**src/verilog/periph_pkg.sv**
```systemverilog
// Shared widths, address map and address layout of the peripheral block.
// Windows are 4 KiB and selected by address bits [15:12]. Bits [31:16] are
// ignored, so the map repeats every 64 KiB. Only word accesses are supported.

package periph_pkg;

    localparam int DataWidth  = 32;
    localparam int AddrWidth  = 32;

    // Window numbers, also the bit positions in the one-hot select
    localparam int WinTimer   = 0;
    localparam int WinGpio    = 1;
    localparam int NumTargets = 2;

    localparam logic [DataWidth-1:0] ErrData = 32'hDEADBEEF;

    localparam logic [1:0] RespOkay   = 2'b00;
    localparam logic [1:0] RespSlvErr = 2'b10;

    // One address word, seen raw or split into its decoded fields
    typedef union packed {
        logic [AddrWidth-1:0] raw;
        struct packed {
            logic [AddrWidth-17:0] unused_hi;  // [31:16]
            logic [3:0]            window;     // [15:12]
            logic [5:0]            unused_mid; // [11:6]
            logic [3:0]            reg_idx;    // [5:2]
            logic [1:0]            byte_off;   // [1:0]
        } f;
    } periph_addr_u;

endpackage

```
**src/verilog/periph_bus_if.sv**
```systemverilog
// Register bus from the decoder to one peripheral window.
// req_valid is a single-cycle strobe. rdata is combinational from req_addr
// and is sampled by the response stage in the request cycle.

`timescale 1ns/1ps

interface periph_bus_if;
    import periph_pkg::*;

    logic                 req_valid;
    logic                 req_write;
    periph_addr_u         req_addr;
    logic [DataWidth-1:0] req_wdata;
    logic [DataWidth-1:0] rdata;

    modport decoder (
        output req_valid, req_write, req_addr, req_wdata
    );

    modport target (
        input  req_valid, req_write, req_addr, req_wdata,
        output rdata
    );

    // Response stage only picks up the read data
    modport observer (
        input rdata
    );

endinterface

```
**src/verilog/periph_axil_decode.sv**
```systemverilog
// AXI4-Lite front end and window decoder.
// One transaction at a time; AW and W must be presented together.
// A write has priority over a read offered in the same cycle.
// No write strobes, every write is a full word.

`timescale 1ns/1ps

module periph_axil_decode (
    input  logic                              clk_i,
    input  logic                              rst_i,
    // AXI4-Lite request channels
    input  logic                              aw_valid_i,
    output logic                              aw_ready_o,
    input  logic [periph_pkg::AddrWidth-1:0]  aw_addr_i,
    input  logic                              w_valid_i,
    output logic                              w_ready_o,
    input  logic [periph_pkg::DataWidth-1:0]  w_data_i,
    input  logic                              ar_valid_i,
    output logic                              ar_ready_o,
    input  logic [periph_pkg::AddrWidth-1:0]  ar_addr_i,
    // Towards the response stage
    output logic                              issue_o,
    output logic                              issue_write_o,
    output logic [periph_pkg::NumTargets-1:0] issue_sel_o,
    input  logic                              busy_i,
    // Targets
    periph_bus_if.decoder                     timer_bus,
    periph_bus_if.decoder                     gpio_bus
);
    import periph_pkg::*;

    logic                  wr_accept;
    logic                  rd_accept;
    logic                  accept;
    logic                  issue_q;
    logic                  write_q;
    periph_addr_u          addr_q;
    logic [DataWidth-1:0]  wdata_q;
    logic [NumTargets-1:0] sel;

    // ----------------------------------------
    // Acceptance
    // ----------------------------------------
    assign wr_accept  = aw_valid_i & w_valid_i & ~busy_i;
    assign rd_accept  = ar_valid_i & ~wr_accept & ~busy_i;
    assign accept     = wr_accept | rd_accept;

    assign aw_ready_o = wr_accept;
    assign w_ready_o  = wr_accept;
    assign ar_ready_o = rd_accept;

    always_ff @(posedge clk_i) begin
        if (rst_i) begin
            issue_q <= 1'b0;
        end else begin
            issue_q <= accept; // Strobe for exactly one cycle
        end
    end

    always_ff @(posedge clk_i) begin
        if (wr_accept) begin
            addr_q.raw <= aw_addr_i;
            wdata_q    <= w_data_i;
            write_q    <= 1'b1;
        end else if (rd_accept) begin
            addr_q.raw <= ar_addr_i;
            write_q    <= 1'b0;
        end
    end

    // ----------------------------------------
    // Window decode
    // ----------------------------------------
    always_comb begin
        sel = '0;
        if (addr_q.f.window == 4'(WinTimer)) sel[WinTimer] = 1'b1;
        if (addr_q.f.window == 4'(WinGpio))  sel[WinGpio]  = 1'b1;
    end

    assign issue_o       = issue_q;
    assign issue_write_o = write_q;
    assign issue_sel_o   = sel; // All zero for an unmapped window

    assign timer_bus.req_valid = issue_q & sel[WinTimer];
    assign timer_bus.req_write = write_q;
    assign timer_bus.req_addr  = addr_q;
    assign timer_bus.req_wdata = wdata_q;

    assign gpio_bus.req_valid  = issue_q & sel[WinGpio];
    assign gpio_bus.req_write  = write_q;
    assign gpio_bus.req_addr   = addr_q;
    assign gpio_bus.req_wdata  = wdata_q;

    // Response stage must report busy right after any handshake
    a_one_in_flight: assert property (@(posedge clk_i) disable iff (rst_i)
        accept |=> (busy_i && !accept));

endmodule

```
**src/verilog/periph_timer.sv**
```systemverilog
// Timer register block with NumTimers 32-bit up counters.
// Timer i owns register indices 4i..4i+3: ctrl, count, compare, status.
// The 4-bit register index limits NumTimers to at most 4.
// Status bit 0 is the pending flag, cleared by writing 1.

`timescale 1ns/1ps

module periph_timer #(
    parameter int NumTimers = 2
) (
    input  logic                 clk_i,
    input  logic                 rst_i,
    periph_bus_if.target         bus,
    output logic [NumTimers-1:0] irq_o
);
    import periph_pkg::*;

    logic [3:0]                          idx;
    logic                                wr;
    logic [NumTimers-1:0]                en_q;
    logic [NumTimers-1:0]                pend_q;
    logic [NumTimers-1:0][DataWidth-1:0] count_q;
    logic [NumTimers-1:0][DataWidth-1:0] cmp_q;

    assign idx = bus.req_addr.f.reg_idx;
    assign wr  = bus.req_valid & bus.req_write;

    always_ff @(posedge clk_i) begin
        if (rst_i) begin
            en_q    <= '0;
            pend_q  <= '0;
            count_q <= '0;
            cmp_q   <= '0;
        end else begin
            for (int i = 0; i < NumTimers; i++) begin
                if (en_q[i]) begin
                    count_q[i] <= count_q[i] + 1'b1;
                    if (count_q[i] == cmp_q[i]) pend_q[i] <= 1'b1;
                end
                // Bus writes override counting on the same edge
                if (wr && idx[3:2] == 2'(i)) begin
                    case (idx[1:0])
                        2'd0: en_q[i]    <= bus.req_wdata[0];
                        2'd1: count_q[i] <= bus.req_wdata;
                        2'd2: cmp_q[i]   <= bus.req_wdata;
                        default: begin
                            if (bus.req_wdata[0]) pend_q[i] <= 1'b0; // W1C
                        end
                    endcase
                end
            end
        end
    end

    // Read shows register state before a write in the same cycle
    always_comb begin
        bus.rdata = '0;
        for (int i = 0; i < NumTimers; i++) begin
            if (idx[3:2] == 2'(i)) begin
                case (idx[1:0])
                    2'd0:    bus.rdata = {{(DataWidth-1){1'b0}}, en_q[i]};
                    2'd1:    bus.rdata = count_q[i];
                    2'd2:    bus.rdata = cmp_q[i];
                    default: bus.rdata = {{(DataWidth-1){1'b0}}, pend_q[i]};
                endcase
            end
        end
    end

    assign irq_o = pend_q;

    for (genvar g = 0; g < NumTimers; g++) begin : gen_chk
        a_pend_needs_en: assert property (@(posedge clk_i) disable iff (rst_i)
            $rose(pend_q[g]) |-> $past(en_q[g]));
    end

endmodule

```
**src/verilog/periph_gpio.sv**
```systemverilog
// GPIO registers. Index 0 drives the LEDs, index 1 reads the DIP switches.
// Switch inputs are assumed synchronous to clk_i.

`timescale 1ns/1ps

module periph_gpio (
    input  logic         clk_i,
    input  logic         rst_i,
    periph_bus_if.target bus,
    output logic [7:0]   leds_o,
    input  logic [7:0]   dip_switches_i
);
    import periph_pkg::*;

    logic [7:0] leds_q;

    always_ff @(posedge clk_i) begin
        if (rst_i) begin
            leds_q <= '0;
        end else if (bus.req_valid && bus.req_write && bus.req_addr.f.reg_idx == 4'd0) begin
            leds_q <= bus.req_wdata[7:0];
        end
    end

    always_comb begin
        case (bus.req_addr.f.reg_idx)
            4'd0:    bus.rdata = {{(DataWidth-8){1'b0}}, leds_q};
            4'd1:    bus.rdata = {{(DataWidth-8){1'b0}}, dip_switches_i}; // Read only
            default: bus.rdata = '0;
        endcase
    end

    assign leds_o = leds_q;

endmodule

```
**src/verilog/periph_resp_mux.sv**
```systemverilog
// Response stage and error slave for unmapped windows.
// Registers B or R one cycle after issue and holds it until the handshake.
// busy_o covers the whole span from issue to the response handshake.

`timescale 1ns/1ps

module periph_resp_mux (
    input  logic                              clk_i,
    input  logic                              rst_i,
    input  logic                              issue_i,
    input  logic                              issue_write_i,
    input  logic [periph_pkg::NumTargets-1:0] issue_sel_i,
    periph_bus_if.observer                    timer_bus,
    periph_bus_if.observer                    gpio_bus,
    // AXI4-Lite response channels
    output logic                              b_valid_o,
    output logic [1:0]                        b_resp_o,
    input  logic                              b_ready_i,
    output logic                              r_valid_o,
    output logic [periph_pkg::DataWidth-1:0]  r_data_o,
    output logic [1:0]                        r_resp_o,
    input  logic                              r_ready_i,
    output logic                              busy_o
);
    import periph_pkg::*;

    logic [DataWidth-1:0] rd_data;
    logic [1:0]           resp;
    logic                 b_valid_q;
    logic                 r_valid_q;
    logic [1:0]           b_resp_q;
    logic [1:0]           r_resp_q;
    logic [DataWidth-1:0] r_data_q;

    always_comb begin
        rd_data = ErrData;
        resp    = RespSlvErr; // Unmapped unless a target is selected
        if (issue_sel_i[WinTimer]) begin
            rd_data = timer_bus.rdata;
            resp    = RespOkay;
        end else if (issue_sel_i[WinGpio]) begin
            rd_data = gpio_bus.rdata;
            resp    = RespOkay;
        end
    end

    always_ff @(posedge clk_i) begin
        if (rst_i) begin
            b_valid_q <= 1'b0;
            r_valid_q <= 1'b0;
        end else begin
            if (b_valid_q && b_ready_i) b_valid_q <= 1'b0;
            if (r_valid_q && r_ready_i) r_valid_q <= 1'b0;
            if (issue_i) begin
                if (issue_write_i) b_valid_q <= 1'b1;
                else               r_valid_q <= 1'b1;
            end
        end
    end

    always_ff @(posedge clk_i) begin
        if (issue_i && issue_write_i) begin
            b_resp_q <= resp;
        end else if (issue_i) begin
            r_resp_q <= resp;
            r_data_q <= rd_data;
        end
    end

    assign b_valid_o = b_valid_q;
    assign b_resp_o  = b_resp_q;
    assign r_valid_o = r_valid_q;
    assign r_data_o  = r_data_q;
    assign r_resp_o  = r_resp_q;
    assign busy_o    = issue_i | b_valid_q | r_valid_q;

    // Decoder must not issue while a read response is stalled
    a_r_hold: assert property (@(posedge clk_i) disable iff (rst_i)
        (r_valid_o && !r_ready_i) |=> (r_valid_o && $stable(r_data_o)));

endmodule

```
**src/verilog/periph_top.sv**
```systemverilog
// Peripheral block on a single 32-bit AXI4-Lite slave port.
// Window 0 timers, window 1 GPIO, windows 2..15 answer SLVERR/0xDEADBEEF.
// No write strobes, IDs or bursts. One transaction in flight.
// Response appears two cycles after the address handshake.

`timescale 1ns/1ps

module periph_top #(
    parameter int NumTimers = 2
) (
    input  logic                             clk_i,
    input  logic                             rst_i,
    // AXI4-Lite slave
    input  logic                             aw_valid_i,
    output logic                             aw_ready_o,
    input  logic [periph_pkg::AddrWidth-1:0] aw_addr_i,
    input  logic                             w_valid_i,
    output logic                             w_ready_o,
    input  logic [periph_pkg::DataWidth-1:0] w_data_i,
    output logic                             b_valid_o,
    input  logic                             b_ready_i,
    output logic [1:0]                       b_resp_o,
    input  logic                             ar_valid_i,
    output logic                             ar_ready_o,
    input  logic [periph_pkg::AddrWidth-1:0] ar_addr_i,
    output logic                             r_valid_o,
    input  logic                             r_ready_i,
    output logic [periph_pkg::DataWidth-1:0] r_data_o,
    output logic [1:0]                       r_resp_o,
    // Pins
    output logic [7:0]                       leds_o,
    input  logic [7:0]                       dip_switches_i,
    output logic [NumTimers-1:0]             irq_o
);
    import periph_pkg::*;

    logic                  issue;
    logic                  issue_write;
    logic [NumTargets-1:0] issue_sel;
    logic                  busy;

    periph_bus_if timer_bus ();
    periph_bus_if gpio_bus ();

    periph_axil_decode i_decode (
        .clk_i         ( clk_i       ),
        .rst_i         ( rst_i       ),
        .aw_valid_i    ( aw_valid_i  ),
        .aw_ready_o    ( aw_ready_o  ),
        .aw_addr_i     ( aw_addr_i   ),
        .w_valid_i     ( w_valid_i   ),
        .w_ready_o     ( w_ready_o   ),
        .w_data_i      ( w_data_i    ),
        .ar_valid_i    ( ar_valid_i  ),
        .ar_ready_o    ( ar_ready_o  ),
        .ar_addr_i     ( ar_addr_i   ),
        .issue_o       ( issue       ),
        .issue_write_o ( issue_write ),
        .issue_sel_o   ( issue_sel   ),
        .busy_i        ( busy        ),
        .timer_bus     ( timer_bus   ),
        .gpio_bus      ( gpio_bus    )
    );

    periph_timer #(
        .NumTimers ( NumTimers )
    ) i_timer (
        .clk_i ( clk_i     ),
        .rst_i ( rst_i     ),
        .bus   ( timer_bus ),
        .irq_o ( irq_o     )
    );

    periph_gpio i_gpio (
        .clk_i          ( clk_i          ),
        .rst_i          ( rst_i          ),
        .bus            ( gpio_bus       ),
        .leds_o         ( leds_o         ),
        .dip_switches_i ( dip_switches_i )
    );

    periph_resp_mux i_resp (
        .clk_i         ( clk_i       ),
        .rst_i         ( rst_i       ),
        .issue_i       ( issue       ),
        .issue_write_i ( issue_write ),
        .issue_sel_i   ( issue_sel   ),
        .timer_bus     ( timer_bus   ),
        .gpio_bus      ( gpio_bus    ),
        .b_valid_o     ( b_valid_o   ),
        .b_resp_o      ( b_resp_o    ),
        .b_ready_i     ( b_ready_i   ),
        .r_valid_o     ( r_valid_o   ),
        .r_data_o      ( r_data_o    ),
        .r_resp_o      ( r_resp_o    ),
        .r_ready_i     ( r_ready_i   ),
        .busy_o        ( busy        )
    );

endmodule

```
**config.mk**
```make
export PLATFORM = sky130hd
export DESIGN_NAME = periph_top
export DESIGN_NICKNAME = d
export VERILOG_FILES = /design/src/verilog/periph_pkg.sv /design/src/verilog/periph_bus_if.sv /design/src/verilog/periph_axil_decode.sv /design/src/verilog/periph_timer.sv /design/src/verilog/periph_gpio.sv /design/src/verilog/periph_resp_mux.sv /design/src/verilog/periph_top.sv
export SDC_FILE = /design/constraint.sdc
export NUM_CORES = 1
export LEC_CHECK = 0
export BUFFER_PORTS_ARGS = -buffer_cell sky130_fd_sc_hd__buf_2
export CAP_MARGIN = 20
export CORE_MARGIN = 3
export CORE_UTILIZATION = 51
export CTS_CLUSTER_SIZE = 28
export DETAILED_ROUTE_END_ITERATION = 10
export PLACE_DENSITY = 0.72
export SLEW_MARGIN = 10
export SYNTH_ARGS = -nofsm -noshare
export SYNTH_HDL_FRONTEND = slang
export SYNTH_HIERARCHICAL = 1
export SYNTH_SLANG_ARGS = --single-unit
```
**constraint.sdc**
```tcl
create_clock -name clk_i -period 3.6 [get_ports clk_i]
set_input_delay 0.36 -clock clk_i [delete_from_list [all_inputs] [get_ports clk_i]]
set_output_delay 0.36 -clock clk_i [all_outputs]
set_load 0.03 [all_outputs]
```
### After elaboration in Yosys (flattened, before gate mapping)

Cells that the tools add are included.

| cells by class | value |
|---|---|
| add/sub/neg operators | 2 |
| equal/unequal tests | 7 |
| mux-type cells | 35 |
| bitwise logic cells | 13 |
| reductions and logical operators | 18 |

Operators by type and width:

| kind | count |
|---|---|
| two-way mux 32 bit | 10 |
| case mux 32 bit (3 select lines) | 2 |
| adder 32 x 1 -> 32 bit (second input constant) | 2 |
| == test 32 bit | 2 |
| two-way mux 16 bit | 2 |
| two-way mux 1 bit | 18 |
| case mux 8 bit (2 select lines) | 1 |
| AND reduction 2 bit | 5 |
| == test 4 x 1 -> 1 bit (second input constant) | 2 |
| logical NOT 4 bit | 2 |
| bitwise AND 1 bit | 7 |
| logical AND 1 bit | 7 |
| == test 2 x 1 -> 1 bit (second input constant) | 2 |
| logical NOT 2 bit | 2 |
| two-way mux 2 bit | 2 |
| inverter 1 bit | 3 |
| OR 1 bit | 3 |
| OR reduction 3 bit | 1 |
| == test 2 bit (second input constant) | 1 |
| nonzero test 2 bit | 1 |

| word-level totals | value |
|---|---|
| flip-flop bits (word level) | 228 |
| input bits | 111 |
| output and inout port bits | 51 |
| logic and storage cells | 92 |

### Depth between registers and ports, before layout

Gate-level depths: netlist (run 1).

| logic depth | value |
|---|---|
| depth after elaboration | 9 |
| mapped depth | 9 |
| gate-level depth less buffers | 6 |

### Hierarchy

The synthesis (run 1) kept the hierarchy.

Modules (own cells, without submodules):

| module | instances | cells an instance | area an instance (um^2) | seq. area each (um^2) |
|---|---|---|---|---|
| periph_timer | 1 | 929 | 7352.1 | 2642.5 |
| periph_axil_decode | 1 | 182 | 3061.7 | 1961.9 |
| periph_resp_mux | 1 | 114 | 1699.1 | 1061.0 |
| periph_gpio | 1 | 79 | 684.4 | 160.2 |

### Worst setup path before layout (run 1)

OpenSTA, ideal clock, no wires.

| path | value |
|---|---|
| path type | reg-to-output |
| from | register i_resp.b_valid_q (netlist: i_resp/b_valid_o) |
| to | output port w_ready_o |
| arrival | 2.368 ns |
| data required time | 3.240 ns |
| slack | 0.872 ns |
| stages on the path, launching flop included | 6 |
| buffers on the path | 2 |
| cells stage by stage | dfxtp_1 or3_1 nand3b_4 buf_6 inv_1 buf_4 |

| on the way | value |
|---|---|
| longest elaborated chain between the ends | 4 |

RTL lines:

| what | RTL line | text |
|---|---|---|
| start, declared | periph_resp_mux.sv:29 | `logic b_valid_q;` |
| start signal, assigned | periph_resp_mux.sv:49 | `b_valid_q <= 1'b0;` |
| start signal, assigned | periph_resp_mux.sv:52 | `if (b_valid_q && b_ready_i) b_valid_q <= 1'b0;` |
| start signal, assigned | periph_resp_mux.sv:55 | `if (issue_write_i) b_valid_q <= 1'b1;` |
| OR 1 bit (2 in a row) | periph_resp_mux.sv:75 | `assign busy_o = issue_i \| b_valid_q \| r_valid_q;` |
| named net busy | periph_top.sv:40 | `logic busy;` |
| inverter 1 bit | periph_axil_decode.sv:44 | `assign wr_accept = aw_valid_i & w_valid_i & ~busy_i;` |
| bitwise AND 1 bit | periph_axil_decode.sv:44 |  |
| end, declared | periph_top.sv:18 | `output logic w_ready_o,` |

The timed path passes the listed nets, and every way through them passes these cells.

### Final worst setup path (run 1)

| path | value |
|---|---|
| from | register i_decode.issue_q (netlist: i_decode/issue_o) |
| to | output port w_ready_o |

| on the way | value |
|---|---|
| longest elaborated chain between the ends | 4 |

RTL lines:

| what | RTL line | text |
|---|---|---|
| start, declared | periph_axil_decode.sv:35 | `logic issue_q;` |
| start signal, assigned | periph_axil_decode.sv:56 | `issue_q <= accept;` |
| OR 1 bit (2 in a row) | periph_resp_mux.sv:75 |  |
| named net busy | periph_top.sv:40 |  |
| inverter 1 bit | periph_axil_decode.sv:44 |  |
| bitwise AND 1 bit | periph_axil_decode.sv:44 |  |

The timed path passes the listed nets, and every way through them passes these cells.

==> results of run 1 <==
routing by layer:
layer  wire length (um)  track usage, %  vias up
met2              12900            36.1      452
met1              13700            36.1     4187
met3               2670            3.54       71
met5                  0               0        -
li1                   -               -     4327
met4               1040            7.79        0
registers in the layout (all words and copies together) (netlist names):
signal and cells:
i_decode/gpio_bus.req_addr 8, i_resp/r_resp_o 1, i_timer/en_q 2, i_decode/issue_o 1, i_gpio/leds_o 8, i_decode/gpio_bus.req_wdata 32, i_resp/b_resp_o 1, i_timer/cmp_q 64
i_timer/count_q 64, i_timer/irq_o 2, i_resp/r_valid_o 1, i_decode/gpio_bus.req_write 1, i_resp/r_data_o 32, i_resp/b_valid_o 1
where the power goes:
| group | internal, mW | switching (mW) | leakage, nW |
|---|---|---|---|
| clock network | 1.39 | 0.977 | 0.363 |
| logic | 0.169 | 0.308 | 2.21 |
| registers | 2.63 | 0.0605 | 1.82 |
cell type report:
type,instances,area share (%)
Clock buffer,37,5.41
Clock inverter,7,0.471
Inverter,28,0.824
Multi-Input combinational cell,841,43.1
Sequential cell,218,40.0
Tap cell,280,2.75
Timing Repair Buffer,148,7.44
stage by stage:
stage / area, um^2 / setup slack [ns]
2_1_floorplan: 11600 / 0.970
3_3_place_gp: 11800 / 1.14
3_5_place_dp: 11800 / 1.05
4_1_cts: 12700 / 0.790
5_1_grt: 12800 / 0.687
6_report: 12800 / 0.842
how the worst max path moves through the flow:
stage                     slack, ns                           start             endpoint
after floorplan                0.97                i_resp/b_valid_o            w_ready_o
after global placement         1.14   i_decode/gpio_bus.req_addr[5]  i_timer/count_q[51]
after detailed placement       1.05  i_decode/gpio_bus.req_addr[14]  i_timer/count_q[61]
after CTS                      0.79                i_decode/issue_o            w_ready_o
after global routing           0.69                i_decode/issue_o            w_ready_o
final                          0.84                i_decode/issue_o            w_ready_o
repair_timing:
action | in CTS | in global routing
endpoints found under the setup margin | 0 | 0
hold buffers | 20 | 0
hold endpoints to repair | 20 | 0
==> reports/metrics.yaml, run 1 <==
min_path:
  worstHoldStart: "w_data_i[0]"
  hold_path.class: "primary input to register"
  whs_endpoint: "i_decode/gpio_bus.req_wdata[0]"
  min_path_cells: 1
clock_tree:
  cts_made_buffers: 24
  insertion_delay_ns: 0.52
  cts_root_buffer: "clkbuf_16"
  h-tree-depth: 1
  clock_path_buffers: 3
  postCtsSetupBuffers: 0
  clkTransAtPathRegs_ns: 0.06
  clock-sinks: 218
  cts_resized: 0
  cts_tree: "done"
timing:
  hold_ws_ns: 0.0108
  slew-limit-headroom_pct: 28.5
  finalHoldViolations: 0
  rsz0062_at_grt: "false"
  setup_violations: 0
  fin_crit_sh_pct: 76.6
  drv_slew: 0
  min_period_ns: 2.76
  max_freq_ghz: 0.363
  tns_ns: 0
  tightest_slew_ns: 1.07
  skew_ns: 0.0104
detailed_routing:
  drt_wl_total_um: 30400
  drt_iter0_markers: 949
  drc_errors: 0
  via_per_inst: 5.80
  num_vias: 9037
  wire_per_inst_um: 19.5
  dr.pass1.iters: 6
  final_antenna_net_count: 0
cells_and_area:
  fin_util_pct: 57.9
  fin_nets: 1374
  fillerInstances: 1907
  layout_common_cells: "151 x nand2_1, 144 x dfxtp_1, 110 x buf_2, 92 x nor2_1, 74 x edfxtp_1"
  areaGrowthSynthToFinish_pct: 10.7
  drive_above_1_share_pct: 16.4
  multiInputGateArea_mm2: 0.00550
  layout_commonest_cell: "nand2_1"
  stdcell_count: 1559
  n_antenna_cell: 0
  seq_area_mm2: 0.00510
setup_path:
  reg2reg_to: "i_timer/count_q[50]"
  crit_path_cell_trace: "or3_1 -> nand3b_4 -> clkinv_1 -> buf_4 -> buf_2"
  crit_fanout: 34
  r2r-start: "i_timer/count_q[32]"
  crit_family: "buffers and inverters"
  slowest_stage: "buf_4"
  cp_num_buf_inv: 3
  arrival_ns: 2.40
  crit_cells: 5
  slowest_delay_ns: 0.43
  path_class: "register to output pin"
  worstSetupStartpointType: "register"
  cp-end-kind: "output pin"
  r2r_cells: 6
  required_ns: 3.24
  r2r_slack_ns: 1.06
grt:
  grt_pass1_vias: 8397
  antenna_found_initial: 0
  grt_pass1_wl_um: 46700
  grt_max_degree: 97
  grtUsageTotal_pct: 24.1
  grt_overflow: 0
power_and_ir_drop:
  p_per_area_mw_per_mm2: 434
  finalPower_mw: 5.53
  leakagePower_nw: 4.39
  ir_worst_vdd_uv: 329
synth:
  syn_avg_cell_area_um2: 9.38
  yosysWarnings: 6
  synthCells: 1228
  netlist_area_mm2: 0.0115
placement:
  dp_cells: 1493
  hpwl_um: 20100
  gp_congestion: 0.915
  port_buffers: 111
floorplanning:
  start_util_pct: 52.3
  die_y_um: 156
  num_rows: 54
  die_area_mm2: 0.0244
  die_w_um: 156
  boundaryPins: 162
  coreArea_mm2: 0.0220
status:
  status: "complete, no violations"
run:
  maxCapViolations: 0
No activity file was read; power rests on OpenSTA's default activity.
==> run 2, diff against run 1 <==
Settings changed: PLACE_DENSITY 0.72 to 0.74.
Clock period 3.6 ns to 2.3 ns, I/O delays scaled along.
==> reports/metrics.yaml, run 2 (synthesis gave the netlist of run 1 again) <==
detailed_routing:
  final_antenna_net_count: 0
  dr.pass1.iters: 6
  wire_per_inst_um: 19.7
  drc_errors: 0
  num_vias: 9363
  via_per_inst: 5.85
  drt_iter0_markers: 1212
  drt_wl_total_um: 31500
clock_tree:
  cts_root_buffer: "clkbuf_16"
  clock_path_buffers: 3
  clock-sinks: 218
  h-tree-depth: 1
  clkTransAtPathRegs_ns: 0.06
  cts_tree: "done"
  insertion_delay_ns: 0.52
  cts_resized: 0
  cts_made_buffers: 25
grt:
  grtUsageTotal_pct: 25.0
  grt_pass1_wl_um: 48400
  grt_pass1_vias: 8632
  antenna_found_initial: 1
  grt_overflow: 0
  grt_max_degree: 68
power_and_ir_drop:
  leakagePower_nw: 4.67
  p_per_area_mw_per_mm2: 692
  finalPower_mw: 9.20
  ir_worst_vdd_uv: 541
placement:
  hpwl_um: 21000
  dp_cells: 1519
  port_buffers: 111
  gp_congestion: 0.937
setup_path:
  cp-end-kind: "output pin"
  arrival_ns: 1.90
  worstSetupStartpointType: "register"
  crit_fanout: 5
  crit_path_cell_trace: "or3_1 -> nand3b_4 -> clkinvlp_4 -> buf_12 -> buf_2"
  slowest_delay_ns: 0.41
  slowest_stage: "or3_1"
  path_class: "register to output pin"
  required_ns: 2.07
timing:
  tightest_slew_ns: 0.704
  fin_crit_sh_pct: 92.6
  finalHoldViolations: 0
  max_freq_ghz: 0.469
  tns_ns: 0
  setup_violations: 0
  min_period_ns: 2.13
  drv_slew: 0
  skew_ns: 0.0208
  rsz0062_at_grt: "false"
  slew-limit-headroom_pct: 52.9
cells_and_area:
  areaGrowthSynthToFinish_pct: 15.3
  layout_commonest_cell: "nand2_1"
  stdcell_count: 1601
  drive_above_1_share_pct: 18.6
  layout_common_cells: "151 x nand2_1, 144 x dfxtp_1, 110 x buf_2, 92 x nor2_1, 74 x edfxtp_1"
  top_regs: "i_timer/cmp_q: 64 flops, i_timer/count_q: 64 flops"
  fin_nets: 1416
  n_antenna_cell: 0
floorplanning:
  boundaryPins: 162
  coreArea_mm2: 0.0220
  die_w_um: 156
  die_y_um: 156
  start_util_pct: 52.3
  num_rows: 54
  die_area_mm2: 0.0244
run:
  maxCapViolations: 0
min_path:
  hold_path.class: "primary input to register"
status:
  status: "complete, no violations"
run 2: changes by cell type in the layout (fill, tap and decap cells not counted), sizes merged:
| cell | previous run | this run |
|---|---|---|
| buf | 128 | 156 |
| dlygate4sd3 | 20 | 33 |
| clkinv | 6 | 5 |
| bufinv | 1 | 3 |
run 2: layout make-up:
class	instances	area, um^2
tap	280	350
clock buffer	37	752
clock inverter	8	114
sequential	218	5100
inverter	28	109
multi-input combinational	841	5500
timing repair buffer	189	1360
fill	1858	8740
run 2: report_power, final:
part | leakage [nW] | switching [mW] | internal, mW
clock network | 0.429 | 1.57 | 2.58
logic | 2.42 | 0.500 | 0.327
registers | 1.82 | 0.0993 | 4.12
run 2: through the flow:
step	worst slack, ns	hold slack (ns)	utilization, %	area (um^2)
finish	0.170	0.0230	60.3	13300
global route	0.0347	0.0187	60.3	13300
floorplan	0.222	0.299	-	11600
detailed placement	0.255	0.408	54.7	12100
CTS	0.142	0.00392	60.3	13300
global placement	0.316	0.408	54.7	12100
run 2: timing repair:
| action | CTS | global route |
|---|---|---|
| hold endpoints to repair | 33 | 0 |
| setup endpoints to repair | 2 | 0 |
| hold buffers | 33 | 0 |
| buffers inserted | 4 | 0 |
run 2: path summary, 6_finish.rpt:
| kind | start | end | slack, ns | depth (start not counted) |
|---|---|---|---|---|
| worst min-delay path | ar_valid_i | i_decode/issue_o | 0.02 | 3 |
| worst max-delay path | i_decode/issue_o | w_ready_o | 0.17 | 5 |
| worst max register to register | i_decode/gpio_bus.req_addr[3] | i_resp/r_data_o[14] | 0.19 | 5 |
| worst min register to register | i_timer/cmp_q[24] | i_timer/cmp_q[24] | 0.48 | 2 |
run 2: critical path, delay by kind of cell (launching register included):
family	cells	cell delay, ns
buffers and inverters	3	0.43
DFF	1	0.34
and+or+nand+nor	2	0.61
run 2: per-layer routing:
metal,global-route usage [%],part of all wire (%)
met5,0,0.041
met3,4.92,9.8
met2,38.0,43
met4,8.17,3.4
met1,35.9,43
==> run 3, diff against run 2 <==
Settings changed: PLACE_DENSITY 0.74 to 0.8.
==> reports/metrics.yaml, run 3 (synthesis gave the netlist of run 1 again) <==
status:
  status: "complete, no violations"
cells_and_area:
  stdcell_count: 1601
  n_antenna_cell: 0
  fin_nets: 1416
  drive_above_1_share_pct: 18.7
  areaGrowthSynthToFinish_pct: 14.4
  layout_commonest_cell: "nand2_1"
  layout_common_cells: "151 x nand2_1, 144 x dfxtp_1, 110 x buf_2, 92 x nor2_1, 74 x edfxtp_1"
  top_regs: "i_timer/cmp_q: 64 flops, i_timer/count_q: 64 flops"
  fin_util_pct: 59.9
floorplanning:
  die_y_um: 156
  coreArea_mm2: 0.0220
  die_area_mm2: 0.0244
  start_util_pct: 52.3
  boundaryPins: 162
  num_rows: 54
  die_w_um: 156
timing:
  rsz0062_at_grt: "false"
  max_freq_ghz: 0.451
  skew_ns: 0.00892
  setup_violations: 0
  min_period_ns: 2.22
  drv_slew: 0
  finalHoldViolations: 0
  fin_crit_sh_pct: 96.4
  tns_ns: 0
  tightest_slew_ns: 0.643
  slew-limit-headroom_pct: 57.0
clock_tree:
  clkTransAtPathRegs_ns: 0.06
  cts_made_buffers: 24
  cts_tree: "done"
  clock_path_buffers: 3
  clock-sinks: 218
  cts_resized: 0
  cts_root_buffer: "clkbuf_16"
  h-tree-depth: 1
  insertion_delay_ns: 0.52
detailed_routing:
  final_antenna_net_count: 0
  wire_per_inst_um: 19.4
  num_vias: 9502
  via_per_inst: 5.94
  drt_wl_total_um: 31000
  dr.pass1.iters: 5
  drt_iter0_markers: 1311
  drc_errors: 0
setup_path:
  required_ns: 2.07
  path_class: "register to output pin"
  crit_fanout: 5
  cp-end-kind: "output pin"
  reg2reg_to: "i_resp/r_data_o[10]"
  r2r_slack_ns: 0.25
  r2r-start: "i_decode/gpio_bus.req_addr[3]"
  arrival_ns: 1.99
  r2r_cells: 6
  worstSetupStartpointType: "register"
min_path:
  min_path_cells: 2
  hold_path.class: "primary input to register"
  whs_endpoint: "i_decode/gpio_bus.req_addr[14]"
  worstHoldStart: "ar_addr_i[14]"
run:
  maxCapViolations: 0
grt:
  grt_pass1_vias: 8985
  grt_overflow: 0
  grtUsageTotal_pct: 25.0
  antenna_found_initial: 1
  grt_max_degree: 65
  grt_pass1_wl_um: 48900
placement:
  gp_congestion: 0.953
  hpwl_um: 21400
  dp_cells: 1523
  port_buffers: 111
power_and_ir_drop:
  ir_worst_vdd_uv: 513
  p_per_area_mw_per_mm2: 673
  leakagePower_nw: 4.63
## run 3: final cells by class
| type | count | area (um^2) |
|---|---|---|
| fill | 1810 | 8840 |
| multi-input combinational | 841 | 5500 |
| sequential | 218 | 5100 |
| timing repair buffer | 190 | 1320 |
| clock buffer | 35 | 733 |
| tap | 280 | 350 |
| inverter | 28 | 109 |
| clock inverter | 9 | 68.8 |
## run 3: power by group
part | internal, mW | switching [mW] | total [mW]
combinational | 0.316 | 0.502 | 0.817
sequential | 4.12 | 0.100 | 4.22
clock | 2.31 | 1.53 | 3.85
total | 6.74 | 2.13 | 8.88
## run 3: what timing repair did
action	CTS	global route
endpoints found under the hold margin	33	0
buffers inserted	1	0
endpoints found under the setup margin	2	0
hold buffers	33	0
## run 3: worst max path at each step
| stage | from | end | cells after the start |
|---|---|---|---|
| after global routing | i_decode/issue_o | w_ready_o | 4 |
| after CTS | i_decode/issue_o | w_ready_o | 4 |
| after global placement | i_decode/gpio_bus.req_addr[15] | i_timer/count_q[52] | 7 |
| after detailed placement | i_decode/gpio_bus.req_addr[15] | i_timer/count_q[55] | 7 |
| final | i_decode/issue_o | w_ready_o | 4 |
| after floorplan | i_resp/b_valid_o | w_ready_o | 5 |
## run 3: stage by stage
stage	hold slack [ns]	instance area (um^2)	worst slack, ns	power [mW]
2_1_floorplan	0.299	11600	0.222	4.86
3_5_place_dp	0.408	12000	0.293	5.05
4_1_cts	0.00632	13200	0.0560	8.93
6_report	0.0190	13200	0.0832	8.88
3_3_place_gp	0.408	12000	0.368	5.03
5_1_grt	0.0161	13200	0.00193	9.16
## run 3: routing by layer
layer  vias up  GRT usage [%]  wire length [um]  part of all wire (%)
li1       4411              -                 -                     -
met1      4496           35.4             13200                    43
met2       530           38.8             13700                    44
met3        65           4.45              3070                   9.9
met4         0           8.71              1070                   3.5
met5         -              0                 0                     0
## run 3: critical path: stages (launching register included)
cell and delay [ns]:
dfxtp_1 0.34, or3_1 0.42, nand3b_4 0.21, clkinvlp_4 0.25, buf_2 0.25
